==> config.mk <==
export PLATFORM = sky130hd
export DESIGN_NAME = lab_top
export DESIGN_NICKNAME = d
export VERILOG_FILES = /design/src/hdl/lab_pkg.sv /design/src/hdl/alu.sv /design/src/hdl/barrel_shifter.sv /design/src/hdl/priority_encoder.sv /design/src/hdl/lfsr_gen.sv /design/src/hdl/seg_hex.sv /design/src/hdl/lab_top.sv
export VERILOG_INCLUDE_DIRS = /design/src /design/src/hdl
export SDC_FILE = /design/constraint.sdc
export NUM_CORES = 1
export LEC_CHECK = 0
export ABC_CLOCK_PERIOD_IN_PS = 5400
export BUFFER_PORTS_ARGS = -buffer_cell sky130_fd_sc_hd__buf_4
export CORE_MARGIN = 2
export CORE_UTILIZATION = 47
export CTS_BUF_LIST = sky130_fd_sc_hd__clkbuf_8 sky130_fd_sc_hd__clkbuf_16
export CTS_CLUSTER_DIAMETER = 60
export DETAILED_ROUTE_END_ITERATION = 7
export PLACE_DENSITY = 0.73
export SETUP_SLACK_MARGIN = 0.1
export SYNTH_ARGS = -nofsm -noshare
export SYNTH_HDL_FRONTEND = slang
export SYNTH_SLANG_ARGS = --single-unit
==> constraint.sdc <==
create_clock -name btn -period 5.4 [get_ports btn]
set_input_delay 1.62 -clock btn [delete_from_list [all_inputs] [get_ports btn]]
set_output_delay 1.62 -clock btn [all_outputs]
set_load 0.02 [all_outputs]
==> src/hdl/lab_settings.svh <==
`ifndef LAB_SETTINGS_SVH
`define LAB_SETTINGS_SVH

// width of the random shift register
`define LFSR_WIDTH 8

// loaded when the register has fallen into the all-zero state
`define LFSR_RESTART 1

`endif

==> src/hdl/lab_pkg.sv <==
package lab_pkg;

    // experiment currently shown on the board
    typedef enum logic [1:0] {
        MODE_ALU    = 2'd0,
        MODE_SHIFT  = 2'd1,
        MODE_ENCODE = 2'd2,
        MODE_RANDOM = 2'd3
    } lab_mode_e;

    typedef enum logic [2:0] {
        OP_ADD = 3'd0,
        OP_SUB = 3'd1,
        OP_NOT = 3'd2,
        OP_AND = 3'd3,
        OP_OR  = 3'd4,
        OP_XOR = 3'd5,
        OP_SLT = 3'd6,
        OP_EQ  = 3'd7
    } alu_op_e;

    typedef struct packed {
        logic [3:0] value;
        logic       zero;
        logic       overflow;
        logic       carry;
    } alu_result_t;

    // field order matches sw[15:13], sw[12], sw[11]
    typedef struct packed {
        logic [2:0] amount;
        logic       left;
        logic       arith;
    } shift_ctrl_t;

    typedef struct packed {
        logic [2:0] index;
        logic       valid;
    } enc_result_t;

endpackage

==> src/hdl/alu.sv <==
module alu import lab_pkg::*; (
    input  logic [3:0]  a,
    input  logic [3:0]  b,
    input  alu_op_e     op,
    output alu_result_t result
);

    logic [4:0] sum;
    logic [4:0] diff;
    logic       add_ovf;
    logic       sub_ovf;
    logic       less;

    // extra top bit holds carry out, or borrow for sub
    assign sum  = {1'b0, a} + {1'b0, b};
    assign diff = {1'b0, a} - {1'b0, b};

    // overflow from operand signs against result sign
    assign add_ovf = (a[3] == b[3]) && (sum[3] != a[3]);
    assign sub_ovf = (a[3] != b[3]) && (diff[3] != a[3]);

    assign less = $signed(a) < $signed(b);

    always_comb begin
        result = '0;
        case (op)
            OP_ADD: begin
                result.value    = sum[3:0];
                result.carry    = sum[4];
                result.overflow = add_ovf;
            end
            OP_SUB: begin
                result.value    = diff[3:0];
                result.carry    = diff[4];
                result.overflow = sub_ovf;
            end
            OP_NOT: begin
                result.value = ~a;
            end
            OP_AND: begin
                result.value = a & b;
            end
            OP_OR: begin
                result.value = a | b;
            end
            OP_XOR: begin
                result.value = a ^ b;
            end
            OP_SLT: begin
                result.value = {3'b000, less};
            end
            OP_EQ: begin
                result.value = {3'b000, (a == b)};
            end
            default: begin
                result.value = 4'd0;
            end
        endcase
        // zero flag applies to every opcode
        result.zero = (result.value == 4'd0);
    end

endmodule

==> src/hdl/barrel_shifter.sv <==
module barrel_shifter import lab_pkg::*; (
    input  logic [7:0]  din,
    input  shift_ctrl_t ctrl,
    output logic [7:0]  dout
);

    logic       fill;
    logic [7:0] stage0;
    logic [7:0] stage1;

    // sign copy for arithmetic right shifts, stays valid through all stages
    assign fill = ctrl.arith & din[7];

    // by 1
    assign stage0 = !ctrl.amount[0] ? din :
                    ctrl.left       ? {din[6:0], 1'b0} :
                                      {fill, din[7:1]};

    // by 2
    assign stage1 = !ctrl.amount[1] ? stage0 :
                    ctrl.left       ? {stage0[5:0], 2'b00} :
                                      {{2{fill}}, stage0[7:2]};

    // by 4
    assign dout = !ctrl.amount[2] ? stage1 :
                  ctrl.left       ? {stage1[3:0], 4'b0000} :
                                    {{4{fill}}, stage1[7:4]};

endmodule

==> src/hdl/priority_encoder.sv <==
module priority_encoder import lab_pkg::*; (
    input  logic [7:0]  din,
    input  logic        en,
    output enc_result_t result
);

    always_comb begin
        result = '0;
        if (en) begin
            // later hits win, so the highest set bit ends up reported
            for (int i = 0; i < 8; i++) begin
                if (din[i]) begin
                    result.index = 3'(i);
                    result.valid = 1'b1;
                end
            end
        end
    end

endmodule

==> src/hdl/lfsr_gen.sv <==
`include "lab_settings.svh"

module lfsr_gen (
    input  logic                   btn,
    input  logic                   rst_n,
    input  logic                   step,
    output logic [`LFSR_WIDTH-1:0] value
);

    logic feedback;

    // taps at bits 4, 3, 2 and 0
    assign feedback = value[4] ^ value[3] ^ value[2] ^ value[0];

    always_ff @(posedge btn or negedge rst_n) begin
        if (!rst_n) begin
            value <= '0;
        end else if (step) begin
            if (value == '0) begin
                // stuck state, restart the sequence
                value <= `LFSR_WIDTH'(`LFSR_RESTART);
            end else begin
                value <= {feedback, value[`LFSR_WIDTH-1:1]};
            end
        end
    end

endmodule

==> src/hdl/seg_hex.sv <==
module seg_hex (
    input  logic [3:0] num,
    input  logic       blank,
    output logic [7:0] led
);

    // active-high pattern, bit 0 is segment a
    logic [6:0] seg_on;

    always_comb begin
        case (num)
            4'h0: seg_on = 7'h3f;
            4'h1: seg_on = 7'h06;
            4'h2: seg_on = 7'h5b;
            4'h3: seg_on = 7'h4f;
            4'h4: seg_on = 7'h66;
            4'h5: seg_on = 7'h6d;
            4'h6: seg_on = 7'h7d;
            4'h7: seg_on = 7'h07;
            4'h8: seg_on = 7'h7f;
            4'h9: seg_on = 7'h6f;
            4'ha: seg_on = 7'h77;
            4'hb: seg_on = 7'h7c;
            4'hc: seg_on = 7'h39;
            4'hd: seg_on = 7'h5e;
            4'he: seg_on = 7'h79;
            default: seg_on = 7'h71;
        endcase
    end

    // board segments are active low, decimal point stays dark
    assign led = blank ? 8'hff : {1'b1, ~seg_on};

endmodule

==> src/hdl/lab_top.sv <==
`include "lab_settings.svh"

module lab_top import lab_pkg::*; (
    input  logic        btn,
    input  logic        rst_n,
    input  lab_mode_e   mode,
    input  logic [15:0] sw,
    output logic [15:0] ledr,
    output logic [7:0]  seg0,
    output logic [7:0]  seg1
);

    alu_result_t            alu_res;
    shift_ctrl_t            shift_ctrl;
    logic [7:0]             shift_out;
    enc_result_t            enc_res;
    logic                   rnd_step;
    logic [`LFSR_WIDTH-1:0] rnd_value;

    logic [3:0]             digit0;
    logic [3:0]             digit1;
    logic                   blank0;
    logic                   blank1;

    // amount, direction, arithmetic flag
    assign shift_ctrl = shift_ctrl_t'(sw[15:11]);

    // sequence only advances while it is on display
    assign rnd_step = (mode == MODE_RANDOM);

    alu u_alu (
        .a      (sw[3:0]),
        .b      (sw[7:4]),
        .op     (alu_op_e'(sw[10:8])),
        .result (alu_res)
    );

    barrel_shifter u_shifter (
        .din  (sw[7:0]),
        .ctrl (shift_ctrl),
        .dout (shift_out)
    );

    priority_encoder u_encoder (
        .din    (sw[7:0]),
        .en     (sw[8]),
        .result (enc_res)
    );

    lfsr_gen u_lfsr (
        .btn   (btn),
        .rst_n (rst_n),
        .step  (rnd_step),
        .value (rnd_value)
    );

    always_comb begin
        ledr   = '0;
        digit0 = 4'd0;
        digit1 = 4'd0;
        blank0 = 1'b1;
        blank1 = 1'b1;
        case (mode)
            MODE_ALU: begin
                ledr[3:0] = alu_res.value;
                ledr[4]   = alu_res.zero;
                ledr[5]   = alu_res.overflow;
                ledr[6]   = alu_res.carry;
                digit0    = alu_res.value;
                blank0    = 1'b0;
            end
            MODE_SHIFT: begin
                ledr[7:0] = shift_out;
                digit0    = shift_out[3:0];
                digit1    = shift_out[7:4];
                blank0    = 1'b0;
                blank1    = 1'b0;
            end
            MODE_ENCODE: begin
                ledr[2:0] = enc_res.index;
                ledr[4]   = enc_res.valid;
                digit0    = {1'b0, enc_res.index};
                blank0    = 1'b0;
            end
            default: begin
                ledr   = {{(16-`LFSR_WIDTH){1'b0}}, rnd_value};
                digit0 = rnd_value[3:0];
                digit1 = rnd_value[7:4];
                blank0 = 1'b0;
                blank1 = 1'b0;
            end
        endcase
    end

    seg_hex u_seg0 (
        .num   (digit0),
        .blank (blank0),
        .led   (seg0)
    );

    seg_hex u_seg1 (
        .num   (digit1),
        .blank (blank1),
        .led   (seg1)
    );

endmodule

## Yosys cells after proc, flatten, opt, wreduce, memory -nomap -nowiden

Memories as Yosys holds them, arrays and structs flattened.
Index checks and enable logic that the tools add are counted.

- Bits in registers: 8
- Memory bits (read-only): 224
- Input bits: 20
- Logic and storage cells: 65
- Memories: 2

Memory list:

| name | depth | width | read ports | clocked after memory_dff | wr ports | RTL line | text |
|---|---|---|---|---|---|---|---|
| (name not given) | 16 | 7 | 1 | 0 | 0 | seg_hex.sv:11 | `case (num)` |
| (name not given) | 16 | 7 | 1 | 0 | 0 | seg_hex.sv:11 |  |

- $add $sub $neg: 2
- Magnitude comparators: 1
- Equality and inequality tests: 15
- Muxes and demuxes: 27
- Bitwise logic cells: 10
- Reductions and logical operators: 7

Operators with widths:

| operator | count |
|---|---|
| $mux W8 | 7 |
| $pmux W4 S8 | 1 |
| $mux W4 | 5 |
| $not A7 Y7 | 2 |
| $eq A3 B3 Y1 const B | 4 |
| $pmux W4 S3 | 1 |
| $pmux W3 S3 | 1 |
| $logic_not A8 Y1 | 1 |
| $pmux W4 S2 | 1 |
| $mux W7 | 1 |
| $eq A3 B2 Y1 const B | 2 |
| $mux W3 | 2 |
| $pmux W1 S3 | 2 |
| $pmux W2 S3 | 1 |
| $add A4 B4 Y5 | 1 |
| $sub A4 B4 Y5 | 1 |
| $and A4 B4 Y4 | 1 |
| $eq A2 B2 Y1 const B | 2 |
| $eq A4 B4 Y1 | 1 |
| $logic_not A4 Y1 | 1 |
| $lt A4 B4 Y1 | 1 |
| $not A4 Y4 | 1 |
| $or A4 B4 Y4 | 1 |
| $pmux W2 S2 | 1 |
| 14 further kinds | 20 |

## Longest topological paths before layout

Gate-level depths: netlist (run 1).
An unclocked memory read counts as a cell.

- Word-level depth: 12
- Gate-level depth with buffers: 13
- Depth with buffers taken out: 12

## By module

A second synthesis (run 1) with hierarchy kept.

- Cells, all modules: 316
- Area, all modules: 2432.3 um^2

By module, submodules not included:

| module | times used | cells an instance | area each (um^2) |
|---|---|---|---|
| alu | 1 | 90 | 643.1 |
| barrel_shifter | 1 | 85 | 539.3 |
| lfsr_gen | 1 | 25 | 332.8 |
| lab_top | 1 | 32 | 299.0 |
| seg_hex at u_seg0 | 1 | 35 | 275.3 |
| seg_hex at u_seg1 | 1 | 35 | 262.8 |
| priority_encoder | 1 | 14 | 80.1 |

## Worst setup path after synthesis (run 1)

OpenSTA, ideal clock, no wires.

- Path type: input to output
- Start: input sw[7]
- End: output seg0[2]
- Arrival time: 4.394 ns
- Data required time: 3.780 ns
- Setup slack: -0.614 ns
- Stages: 12
- Buffers on the path: 2
- Cell sequence: buf_2 -> inv_1 -> ha_1 -> clkbuf_1 -> nor2b_1 -> nor3_1 -> o21ai_0 -> nand3_1 -> a31oi_1 -> inv_1 -> ha_1 -> o31ai_1

- Longest elaborated chain between the ends: 10
- Elaborated cells between the ends (all ways): 20

Ends and longest elaborated chain:

| item | RTL line | text |
|---|---|---|
| start: declaration | lab_top.sv:7 | `input logic [15:0] sw,` |
| $and A1 B1 Y1 | barrel_shifter.sv:12 | `assign fill = ctrl.arith & din[7];` |
| $mux W8 | barrel_shifter.sv:16 | `ctrl.left ? {din[6:0], 1'b0} :` |
| $mux W8 | barrel_shifter.sv:15 | `assign stage0 = !ctrl.amount[0] ? din :` |
| $mux W8 | barrel_shifter.sv:21 | `ctrl.left ? {stage0[5:0], 2'b00} :` |
| $mux W8 | barrel_shifter.sv:20 | `assign stage1 = !ctrl.amount[1] ? stage0 :` |
| $mux W8 | barrel_shifter.sv:26 | `ctrl.left ? {stage1[3:0], 4'b0000} :` |
| $mux W8 | barrel_shifter.sv:25 | `assign dout = !ctrl.amount[2] ? stage1 :` |
| $pmux W4 S3 * | lab_top.sv:63 | `case (mode)` |
| $mem_v2 Z16 W7 * | - |  |
| $not A7 Y7 * | seg_hex.sv:32 | `assign led = blank ? 8'hff : {1'b1, ~seg_on};` |
| end: declaration | lab_top.sv:9 | `output logic [7:0] seg0,` |

Every way passes the cells marked *; elsewhere a longest branch is shown, timed or not.

## Worst setup path in the final report (run 1)

- Start: input sw[0]
- End: output seg0[4]

- Longest elaborated chain between the ends: 8
- Elaborated cells between the ends (all ways): 17

Ends and longest elaborated chain:

| item | RTL line |
|---|---|
| parallel branches: the longest is 5 deep, another holds $sub A4 B4 Y5 | - |
| $pmux W4 S3 * | lab_top.sv:63 |
| $mem_v2 Z16 W7 * | - |
| $not A7 Y7 * | seg_hex.sv:32 |

Every way passes the cells marked *.

==> out/results.md, run 1 <==
| Result | Reported | Unit |
|---|---|---|
| Peak VDD IR | 0.204 | mV |
| Post-synthesis to final-layout area growth | 48.8 | % |
| GRT Resource Usage Total | 0.251 | - |
| Final setup skew | 0.00453 | ns |
| Final min period | 5.50 | ns |
| CP Class | in2out | - |
| Row count | 26 | - |
| Number of cells on the worst reg-to-reg path | 3 | - |
| Part of the power in combinational logic | 0.762 | - |
| Final number of max-transition violations | 0 | - |
| 1st-iter DRT viols | 211 | - |
| Number of nets in the layout | 484 | - |
| Layer with the highest usage | met2 | - |
| Routed via count | 2,894 | - |
| Fmax | 182 | MHz |
| Global-route wire length before repair | 12,600 | µm |
| Count of inserted antenna diode cells | 0 | - |
| Status | finished, violations left | - |
| Largest registers | u_lfsr.value: 8 flops | - |
| Proportion of total power due to net switching | 0.461 | - |
| Starting density of the core | 0.493 | - |
| Number of different library cells in the post-synthesis netlist | 65 | - |
| PD cells | 204 | mW/mm² |
| Overall overflow remaining after global route | 0 | - |
| GRT met2 Usage | 0.443 | - |
| Most common library cell in the layout ignoring fill and taps | buf_4 | - |
| Final clock period utilization by the worst path | 1.02 | - |
| H-tree depth reported by CTS | 1 | - |
| Number of antenna-violating nets in the routed design | 0 | - |
| Synth Cell Area | 0.00253 | mm² |
| Clk_lat worst skew | 0.23 | ns |
| Utilization after layout | 0.733 | - |
| Dominant cells by area after synthesis | ha_1, mux2i_1, dfrtp_1 | - |
| Fill cells | 405 | - |
| Iteration count of the initial detailed-routing pass | 5 | - |
| Minimum setup slack in the final design | -0.104 | ns |
| Crit start category | primary input | - |
| Share of total power in sequential cells | 0.143 | - |
| Met3 Usage GRT | 0.0233 | - |
| CTS tree | done | - |
| DRC violation count after routing | 0 | - |
| Count of flip-flops with a built-in enable after synthesis | 0 | - |
| Internal portion of total power | 0.414 | mW |
| Ports placed on the boundary | 52 | - |
| Leading register cell type out of synthesis | dfrtp_1 | - |
| Sequential share of the synthesized area | 0.0791 | - |
| Average cell area after synthesis | 7.15 | µm² |
| Buffers added on ports | 41 | - |
| Final hold violation count | 0 | - |
| Largest area contributor in the synthesized netlist | ha_1 | - |
| Final HPWL DP | 5790 | µm |
| Number of max-capacitance violations reported | 0 | - |
| Capture point of the worst path | seg0[4] | - |
| Failing checks | negative setup slack | - |
| Yosys Warn Count | 0 | - |
| Slack of the worst reg-to-reg path | 4.23 | ns |
| Area share of the largest cell type after synthesis | 0.119 | - |
| Reg clk slew, reported paths | 0.04 | ns |
| Ys async rst share | 1.00 | - |
| Met1 track demand over resource in global routing | 0.340 | - |
| Routed wirelength normalized by instance count | 15.7 | µm |
| Setup-violating endpoint count in the final report | 7 | - |
| Maximum root-to-sink buffer count | 2 | - |
| Critical Path Source | sw[0] | - |
| Flip-flop count of the largest register, all copies and words added | 8 | - |
| Class of the most critical hold timing path | reg2reg | - |
| Via count of the first global-routing pass | 2,701 | - |
| Unrepaired setup endpoints after global routing | true | - |
| Horizontal die dimension | 77.4 | µm |
| LEAKAGE | 1.72 | nW |
| Worst slack, placed | -0.237 | ns |
| Reg2Reg Capture Point | u_lfsr.value[7] | - |
| Y dimension of the die | 77.4 | µm |
| Share of cells above drive strength 1 | 0.417 | - |
| Number of vias per cell | 5.72 | - |
| CP endpoint kind | output pin | - |
| Signal arrival time at the worst endpoint | 3.88 | ns |
| Leading cell types in the layout, fill and taps excluded | buf_4, nand2_1, nor2_1 | - |
| Clk sinks | 8 | - |
| Initial antenna violation count | 0 | - |
| Number of buffers created by CTS | 3 | - |
| Critical hold path startpoint | u_lfsr.value[5] | - |
| Die outline area | 0.00599 | mm² |
| Final GP Congestion | 0.891 | - |
| Total chip power | 0.767 | mW |
| Critical path peak fanout | 5 | - |
| Worst path required time | 3.78 | ns |
| Register ranked first by flip-flop count | u_lfsr.value | - |
| Floorplan Core Area | 0.00514 | mm² |
| Number of register bits inferred by synthesis | 8 | - |
| Maximum number of pins on one net before global-route repair | 25 | - |
| Total wire length | 7950 | µm |
| Library cell used as clock root buffer | clkbuf_8 | - |
| Origin of the critical flop-to-flop path | u_lfsr.value[2] | - |
| Switching Power | 0.354 | mW |
| Gate count after technology mapping | 354 | - |
| Clock share of power | 0.095 | - |
-- power groups by stage --
| stage | registers, mW | logic [mW] | clock network [mW] |
|---|---|---|---|
| after global routing | 0.112 | 0.628 | 0.0789 |
| after floorplan | 0.100 | 0.342 | 0 |
| final | 0.110 | 0.585 | 0.0732 |
| after global placement | 0.109 | 0.486 | 0 |
| after CTS | 0.108 | 0.522 | 0.0761 |
| after detailed placement | 0.110 | 0.498 | 0 |
-- worst min-delay path by stage --
stage	endpoint	cells after the start	slack, ns
after detailed placement	u_lfsr.value[5]	2	0.51
final	u_lfsr.value[5]	2	0.52
after CTS	u_lfsr.value[5]	2	0.52
after global routing	u_lfsr.value[5]	2	0.57
after global placement	u_lfsr.value[5]	2	0.50
after floorplan	u_lfsr.value[5]	2	0.47
-- worst max-delay path, stage by stage --
cell	delay [ns]
buf_8	0.09
inv_4	0.03
buf_4	0.12
ha_1	0.21
or3b_2	0.45
a21oi_1	0.16
nor2_1	0.08
nand3_1	0.13
a31oi_4	0.16
buf_4	0.18
ha_1	0.20
a21o_1	0.18
o21ai_4	0.13
buf_6	0.13
-- cells by family after synthesis --
kind of cell,after synthesis,share of synthesized area
buffers and inverters,65,0.132
AO/OA/AOI/OAI,102,0.281
XOR/XNOR,7,0.0242
adder cells (fa/ha/maj),26,0.134
multiplexers,28,0.113
AND/OR/NAND/NOR,116,0.234
flip-flops,8,0.0791
other,2,0.00297
-- area by class of cell --
cell class,count,area [µm²],area share
multi-input combinational,289,2400,0.637
inverter,27,114,0.0302
clock buffer,3,41.3,0.0110
tap,70,87.6,0.0232
sequential,8,200,0.0531
timing repair buffer,109,923,0.245
-- routing by layer --
metal,part of all wire,routed length [µm],vias to the layer above
li1,-,-,1408
met1,0.43,3390,1358
met2,0.50,3990,117
met3,0.065,519,11
met4,0.0068,54,0
met5,0,0,-
-- synthesized netlist by cell type (2+ instances only) --
cell	count
a211o_1	2
a211oi_1	4
a211oi_2	2
a21o_1	5
a21oi_1	17
a21oi_2	2
a22oi_1	2
a311oi_1	2
a31oi_1	7
and2_1	2
and3_1	2
buf_2	12
buf_4	16
buf_6	2
clkbuf_1	8
conb_1	2
dfrtp_1	8
fa_1	2
ha_1	24
inv_1	26
mux2_2	4
mux2i_1	23
nand2_1	30
nand2b_1	13
nand3_1	8
nand3b_1	4
nand4_1	2
nor2_1	27
nor2b_1	5
nor3_1	5
nor3b_1	4
nor4_1	5
o211ai_1	8
o21ai_0	21
o21bai_1	2
o22ai_1	5
o31ai_1	5
o32ai_1	3
or3_1	2
xnor2_1	3
xor2_1	4
-- metrics by stage --
| stage | TNS (ns) | instance area, µm² | cells | hold WS, ns |
|---|---|---|---|---|
| 3_3_place_gp | -0.931 | 3320 | 488 | 0.496 |
| 5_1_grt | -1.24 | 3770 | 506 | 0.570 |
| 2_1_floorplan | 0 | 2760 | 362 | 0.474 |
| 3_5_place_dp | -1.17 | 3320 | 488 | 0.507 |
| 6_report | -0.481 | 3770 | 506 | 0.516 |
| 4_1_cts | -0.715 | 3480 | 493 | 0.517 |
-- timing repair --
action | CTS | global route
buffers inserted | 2 | 12
gates cloned | 0 | 1
pin swaps | 12 | 23
hold buffers | 0 | 0
resized for setup | 22 | 47
hold endpoints to repair | 0 | 0
setup endpoints to repair | 13 | 16
(Power assumes the default switching activity.)
==> run 2, diff against run 1 <==
--- a/config.mk
+++ b/config.mk
@@ -18,3 +18,4 @@
 export SYNTH_ARGS = -nofsm -noshare
 export SYNTH_HDL_FRONTEND = slang
 export SYNTH_SLANG_ARGS = --single-unit
+export TNS_END_PERCENT = 50
==> run 2 against run 1 <==
Against the previous run:
- the flow still finishes with violations (negative setup slack)
- clock skew shrank 0.0018 ns
- via count is 2.3% lower
- first-iteration DRC count fell by 29%
- flip-flop and latch count unchanged
- non-clock buffer count is 11 lower
- sequential power about the same
- setup slack got worse by 0.0012 ns
- sequential share of layout area grew 0.075 points
- hold slack gained 0.018 ns
- highest routed layer unchanged
- utilization shrank 1.0 points
==> out/results.md, run 2 (synthesized netlist as in run 1, its figures left out) <==
| Result | Reported | Unit | Change |
|---|---|---|---|
| WHS | 0.534 | ns | +0.0181 ns |
| GRT Resource Usage Total | 0.246 | - | -0.00534 |
| Row count | 26 | - | unchanged |
| Peak per-stage delay on the critical path | 0.53 | ns | +0.08 ns |
| Part of the power in combinational logic | 0.752 | - | -0.010 |
| Sequential cell area | 200 | µm² | unchanged |
| Final std cells w/o fill | 495 | - | -2.2% |
| Number of stages on the worst hold path | 2 | - | unchanged |
| LEAKAGE | 1.66 | nW | -3.5% |
| Most common library cell in the layout ignoring fill and taps | buf_4 | - |  |
| Worst path required time | 3.78 | ns | about the same |
| Leading cell types in the layout, fill and taps excluded | buf_4, nand2_1, nor2_1 | - |  |
| H-tree depth reported by CTS | 1 | - | unchanged |
| Final setup skew | 0.00270 | ns | -0.00183 ns |
| Multi-input logic area | 0.00241 | mm² | +0.31% |
| Failing checks | negative setup slack | - |  |
| Number of vias per cell | 5.71 | - | -0.11% |
| Number of cells on the worst reg-to-reg path | 3 | - | unchanged |
| Final clock period utilization by the worst path | 1.02 | - | about the same |
| Floorplan Core Area | 0.00514 | mm² | unchanged |
| Starting density of the core | 0.493 | - | unchanged |
| Number of antenna-violating nets in the routed design | 0 | - | unchanged |
| CTS tree | done | - |  |
| Final min period | 5.50 | ns | +0.00115 ns |
| Final GP Congestion | 0.955 | - | +7.2% |
| Final number of max-transition violations | 0 | - | unchanged |
| Share of cells above drive strength 1 | 0.414 | - | -0.00331 |
| Class of the most critical hold timing path | reg2reg | - |  |
| Crit path depth | 14 | - | unchanged |
| GRT met2 Usage | 0.423 | - | -0.0200 |
| Most frequent cell on the critical path | mux2i_2 | - |  |
| Via count of the first global-routing pass | 2,578 | - | -4.6% |
| Sum of buffers and inverters on the critical path | 4 | - | -1 |
| Final hold violation count | 0 | - | unchanged |
| Placed Instances | 488 | - | unchanged |
| Flip-flop count of the largest register, all copies and words added | 8 | - | unchanged |
| CP endpoint kind | output pin | - |  |
| Iteration count of the initial detailed-routing pass | 5 | - | unchanged |
| Count of inserted antenna diode cells | 0 | - | unchanged |
| Switching Power | 0.343 | mW | -2.9% |
| 1st-iter DRT viols | 149 | - | -29% |
| Clock share of power | 0.100 | - | +0.005 |
| Register ranked first by flip-flop count | u_lfsr.value | - |  |
| Routed via count | 2,828 | - | -2.3% |
| Setup-violating endpoint count in the final report | 7 | - | unchanged |
| Die outline area | 0.00599 | mm² | unchanged |
| Clk_lat worst skew | 0.23 | ns | about the same |
| Peak VDD IR | 0.106 | mV | -48% |
| Minimum setup slack in the final design | -0.105 | ns | -0.00115 ns |
| Library cell used as clock root buffer | clkbuf_8 | - |  |
| Crit start category | primary input | - |  |
| Buffers added on ports | 41 | - | unchanged |
| Status | finished, violations left | - |  |
| Fmax | 182 | MHz | about the same |
| Overall overflow remaining after global route | 0 | - | unchanged |
| Total chip power | 0.743 | mW | -3.1% |
| Largest registers | u_lfsr.value: 8 flops | - |  |
| Horizontal die dimension | 77.4 | µm | unchanged |
| Share of total power in sequential cells | 0.148 | - | +0.005 |
| Unrepaired setup endpoints after global routing | true | - |  |
| Y dimension of the die | 77.4 | µm | unchanged |
| Met3 Usage GRT | 0.00814 | - | -0.0151 |
| Fill cells | 399 | - | -1.5% |
| Final HPWL DP | 5700 | µm | -1.6% |
| Proportion of total power due to net switching | 0.462 | - | +0.000977 |
| Number of max-capacitance violations reported | 0 | - | unchanged |
| Ports placed on the boundary | 52 | - | unchanged |
| Routed wirelength normalized by instance count | 15.8 | µm | +0.40% |
| DRC violation count after routing | 0 | - | unchanged |
| Critical path peak fanout | 5 | - | unchanged |
| Reg clk slew, reported paths | 0.04 | ns | about the same |
| Clk sinks | 8 | - | unchanged |
| Number of nets in the layout | 473 | - | -2.3% |
| Signal arrival time at the worst endpoint | 3.88 | ns | about the same |
| Category of cells accounting for the largest share of critical-path delay | adder cells | - |  |
| Slack of the worst reg-to-reg path | 4.20 | ns | -0.03 ns |
| Number of buffers created by CTS | 3 | - | unchanged |
| Maximum number of pins on one net before global-route repair | 25 | - | unchanged |
| Cells along the critical path | buf_8 -> inv_4 -> ha_4 -> fa_2 -> nor3b_2 -> a31oi_1 -> nor3_2 -> o21ai_1 -> a31o_4 -> clkinv_4 -> ha_1 -> mux2i_2 -> mux2i_2 -> buf_4 | - |  |
| CP Class | in2out | - |  |
| Initial antenna violation count | 0 | - | unchanged |
| Post-synthesis to final-layout area growth | 46.7 | % |  |
| Internal portion of total power | 0.400 | mW | -3.3% |
| Layer with the highest usage | met2 | - |  |
| Slowest-stage cell, CP | fa_2 | - |  |
| PD cells | 200 | mW/mm² | -1.8% |
| Global-route wire length before repair | 12,300 | µm | -1.9% |
| Maximum root-to-sink buffer count | 2 | - | unchanged |
| Met1 track demand over resource in global routing | 0.342 | - | +0.00142 |
| Total wire length | 7810 | µm | -1.8% |
-- run 2: cell count changes in the layout (fill, tap and decap cells not counted), moves of 3 or more --
cell | before | now
inv_1 | 18 | 13
buf_4 | 90 | 79
mux2i_2 | 2 | 5
inv_2 | 5 | 10
-- run 2: final timing paths --
check	end	start
max reg2reg	u_lfsr.value[7]	u_lfsr.value[4]
max	seg0[3]	sw[0]
min	u_lfsr.value[5]	u_lfsr.value[5]
min reg2reg	u_lfsr.value[5]	u_lfsr.value[5]
max in group asynchronous	u_lfsr.value[1]	rst_n
min in group asynchronous	u_lfsr.value[5]	rst_n
-- run 2: power groups by stage --
| stage | Clock [mW] | Sequential [mW] | Combinational, mW |
|---|---|---|---|
| after floorplan | 0 | 0.100 | 0.337 |
| after global routing | 0.0777 | 0.114 | 0.604 |
| after detailed placement | 0 | 0.109 | 0.489 |
| final | 0.0742 | 0.110 | 0.559 |
| after global placement | 0 | 0.108 | 0.479 |
| after CTS | 0.0745 | 0.108 | 0.519 |
-- run 2: layer usage --
layer | wire length, µm | part of all wire
met5 | 0 | 0
met2 | 3900 | 0.50
met1 | 3370 | 0.43
met4 | 95 | 0.012
met3 | 443 | 0.057
-- run 2: stage by stage --
stage | instance area [µm²] | utilization | TNS (ns) | worst slack [ns]
2_1_floorplan | 2740 | - | -0.0321 | -0.0321
3_3_place_gp | 3320 | 0.646 | -1.30 | -0.236
3_5_place_dp | 3320 | 0.646 | -1.86 | -0.327
4_1_cts | 3520 | 0.685 | -0.984 | -0.210
5_1_grt | 3710 | 0.723 | -1.08 | -0.194
6_report | 3710 | 0.723 | -0.413 | -0.105
-- run 2: timing repair --
action | in CTS | in global routing
setup buffers | 2 | 2
gates cloned | 0 | 1
hold buffers | 0 | 0
resized for setup | 32 | 42
setup endpoints to repair | 15 | 16
pin swaps | 16 | 24
-- run 2: cell type report --
cell class / count / area share
Clock buffer: 3 / 0.0111
Inverter: 27 / 0.0307
Multi-Input combinational cell: 289 / 0.648
Sequential cell: 8 / 0.0539
Tap cell: 70 / 0.0236
Timing Repair Buffer: 98 / 0.232
-- run 2: worst min-delay path: cells and delay by family (launching register included) --
kind	cells	cell delay [ns]
AO/OA/AOI/OAI	1	0.07
flip-flops	1	0.36
AND/OR/NAND/NOR	1	0.05
==> run 3, diff against run 2 <==
--- a/config.mk
+++ b/config.mk
@@ -8,7 +8,6 @@
 export LEC_CHECK = 0
 export ABC_CLOCK_PERIOD_IN_PS = 5400
 export BUFFER_PORTS_ARGS = -buffer_cell sky130_fd_sc_hd__buf_4
-export CORE_MARGIN = 2
 export CORE_UTILIZATION = 47
 export CTS_BUF_LIST = sky130_fd_sc_hd__clkbuf_8 sky130_fd_sc_hd__clkbuf_16
 export CTS_CLUSTER_DIAMETER = 60
==> run 3 against run 2 <==
Against the previous run:
- the flow still finishes with violations (negative setup slack)
- final cell count grew 1.8%
- maximum frequency is 1.2% lower
- sequential share of layout area decreased by 0.14 points
- setup slack got worse by 0.068 ns
- flip-flop and latch count stayed put
- total power rose by 2.7%
- hold slack lost 0.023 ns
- design area is 2.7% higher
- utilization increased by 1.9 points
- combinational power rose by 3.8%
- sequential power barely moved
- critical path depth is the same
- critical endpoint unchanged
- largest power group unchanged
==> out/results.md, run 3 (synthesized netlist as in run 1, its figures left out) <==
| Result | Reported | Unit | Change |
|---|---|---|---|
| CTS tree | done | - |  |
| Register ranked first by flip-flop count | u_lfsr.value | - |  |
| Slack of the worst reg-to-reg path | 4.23 | ns | +0.03 ns |
| GRT Resource Usage Total | 0.256 | - | +0.0105 |
| Reg clk slew, reported paths | 0.04 | ns | about the same |
| Routed via count | 2,905 | - | +2.7% |
| Part of the power in combinational logic | 0.760 | - | +0.008 |
| Maximum number of pins on one net before global-route repair | 25 | - | unchanged |
| Global-route wire length before repair | 11,600 | µm | -5.8% |
| Critical path peak fanout | 5 | - | unchanged |
| Routed wirelength normalized by instance count | 15.7 | µm | -0.60% |
| Iteration count of the initial detailed-routing pass | 5 | - | unchanged |
| Final hold violation count | 0 | - | unchanged |
| DRC violation count after routing | 0 | - | unchanged |
| Proportion of total power due to net switching | 0.456 | - | -0.00575 |
| LEAKAGE | 1.70 | nW | +2.5% |
| Share of cells above drive strength 1 | 0.431 | - | +0.0168 |
| Starting density of the core | 0.493 | - | unchanged |
| Fill cells | 397 | - | -0.50% |
| Utilization after layout | 0.742 | - | +0.0195 |
| Slowest-stage cell, CP | fa_2 | - |  |
| Worst path required time | 3.78 | ns | about the same |
| Total wire length | 7900 | µm | +1.2% |
| Largest registers | u_lfsr.value: 8 flops | - |  |
| Share of total power in sequential cells | 0.145 | - | -0.003 |
| Overall overflow remaining after global route | 0 | - | unchanged |
| Total of hold buffers inserted after clock tree synthesis | 0 | - | unchanged |
| Switching Power | 0.348 | mW | +1.4% |
| Final number of max-transition violations | 0 | - | unchanged |
| Clock share of power | 0.096 | - | -0.004 |
| Number of buffers created by CTS | 3 | - | unchanged |
| Failing checks | negative setup slack | - |  |
| Final clock period utilization by the worst path | 1.03 | - | +0.0126 |
| Count of inserted antenna diode cells | 0 | - | unchanged |
| Final setup skew | 0.00184 | ns | -0.000860 ns |
| Minimum setup slack in the final design | -0.173 | ns | -0.0682 ns |
| Die outline area | 0.00569 | mm² | -5.1% |
| Fmax | 179 | MHz | -1.2% |
| Unrepaired setup endpoints after global routing | true | - |  |
| Sequential cell area | 200 | µm² | unchanged |
| Crit start category | primary input | - |  |
| Status | finished, violations left | - |  |
| Clk sinks | 8 | - | unchanged |
| H-tree depth reported by CTS | 1 | - | unchanged |
| Final min period | 5.57 | ns | +0.0682 ns |
| CP Class | in2out | - |  |
| Via count of the first global-routing pass | 2,555 | - | -0.89% |
| Multi-input logic area | 0.00244 | mm² | +1.3% |
| Class of the most critical hold timing path | reg2reg | - |  |
| Y dimension of the die | 75.4 | µm | -2.6% |
| Post-synthesis to final-layout area growth | 50.6 | % |  |
| Number of nets in the layout | 482 | - | +1.9% |
| Number of max-capacitance violations reported | 0 | - | unchanged |
| Worst slack, placed | -0.328 | ns | -0.00107 ns |
| Setup-violating endpoint count in the final report | 7 | - | unchanged |
| Maximum root-to-sink buffer count | 2 | - | unchanged |
| Number of antenna-violating nets in the routed design | 0 | - | unchanged |
| Horizontal die dimension | 75.4 | µm | -2.6% |
| PD cells | 200 | mW/mm² | about the same |
| Library cell used as clock root buffer | clkbuf_8 | - |  |
| Row count | 26 | - | unchanged |
| Buffers added on ports | 41 | - | unchanged |
| 1st-iter DRT viols | 210 | - | +41% |
| Leading cell types in the layout, fill and taps excluded | buf_4, nand2_1, nor2_1 | - |  |
| Floorplan Core Area | 0.00514 | mm² | unchanged |
| CP endpoint kind | output pin | - |  |
| Peak per-stage delay on the critical path | 0.43 | ns | -0.10 ns |
| Flip-flop count of the largest register, all copies and words added | 8 | - | unchanged |
| Final HPWL DP | 5550 | µm | -2.6% |
| Signal arrival time at the worst endpoint | 3.95 | ns | +0.07 ns |
| Cells along the critical path | buf_8 -> inv_6 -> ha_4 -> fa_2 -> nor3b_2 -> a31oi_1 -> nor3_2 -> o21ai_1 -> a31o_4 -> ha_4 -> inv_2 -> mux2i_2 -> mux2i_2 -> buf_4 | - |  |
| Final GP Congestion | 0.940 | - | -1.6% |
| Clk_lat worst skew | 0.23 | ns | about the same |
| Number of vias per cell | 5.76 | - | +0.89% |
| Ports placed on the boundary | 52 | - | unchanged |
| Initial antenna violation count | 0 | - | unchanged |
| Peak VDD IR | 0.144 | mV | +35% |
| Internal portion of total power | 0.415 | mW | +3.8% |
| Most common library cell in the layout ignoring fill and taps | buf_4 | - |  |
-- run 3: critical path: cells and delay by family --
| family | cells | cell delay [ns] |
|---|---|---|
| AO/OA/AOI/OAI | 3 | 0.48 |
| AND/OR/NAND/NOR | 2 | 0.38 |
| adder cells (fa/ha/maj) | 3 | 0.85 |
| multiplexers | 2 | 0.26 |
| buffers and inverters | 4 | 0.35 |
-- run 3: layout make-up --
class	instances	area share
clock buffers	3	0.0108
flip-flops and latches	8	0.0525
inverters	27	0.0315
multi-input cells	289	0.640
well taps	70	0.0230
repair buffers	107	0.243
-- run 3: through the flow --
step	cell area [µm²]	instances	TNS (ns)	hold WS, ns	total power, mW
after floorplan	2740	362	-0.0321	0.474	0.438
after global placement	3290	485	-1.48	0.507	0.585
after detailed placement	3290	485	-1.91	0.502	0.595
after CTS	3450	493	-0.855	0.512	0.691
after global routing	3810	504	-1.42	0.538	0.817
final	3810	504	-0.657	0.511	0.763
-- run 3: what timing repair did --
| action | in CTS | in global routing |
|---|---|---|
| setup buffers | 5 | 10 |
| cloned | 0 | 1 |
| resized for setup | 22 | 58 |
| endpoints found under the setup margin | 17 | 18 |
| pin swaps | 19 | 25 |
-- run 3: power groups by stage --
stage,sequential (mW),clock [mW],combinational (mW)
finish,0.110,0.0730,0.580
detailed placement,0.109,0,0.486
CTS,0.109,0.0746,0.508
global route,0.112,0.0783,0.627
global placement,0.109,0,0.476
floorplan,0.100,0,0.337
-- run 3: final timing paths --
| path | start | endpoint | cells after the start |
|---|---|---|---|
| min in group asynchronous | rst_n | u_lfsr.value[7] | 1 |
| max in group asynchronous | rst_n | u_lfsr.value[4] | 1 |
| max | sw[0] | seg0[3] | 14 |
| min reg2reg | u_lfsr.value[5] | u_lfsr.value[5] | 2 |
| min | u_lfsr.value[5] | u_lfsr.value[5] | 2 |
| max reg2reg | u_lfsr.value[4] | u_lfsr.value[7] | 3 |
-- run 3: per-layer routing --
metal | track usage | up-vias | routed length, µm
li1 | - | 1407 | -
met1 | 0.339 | 1365 | 3400
met2 | 0.448 | 127 | 3990
met3 | 0.0291 | 6 | 455
met4 | 0.0556 | 0 | 51
met5 | 0 | - | 0
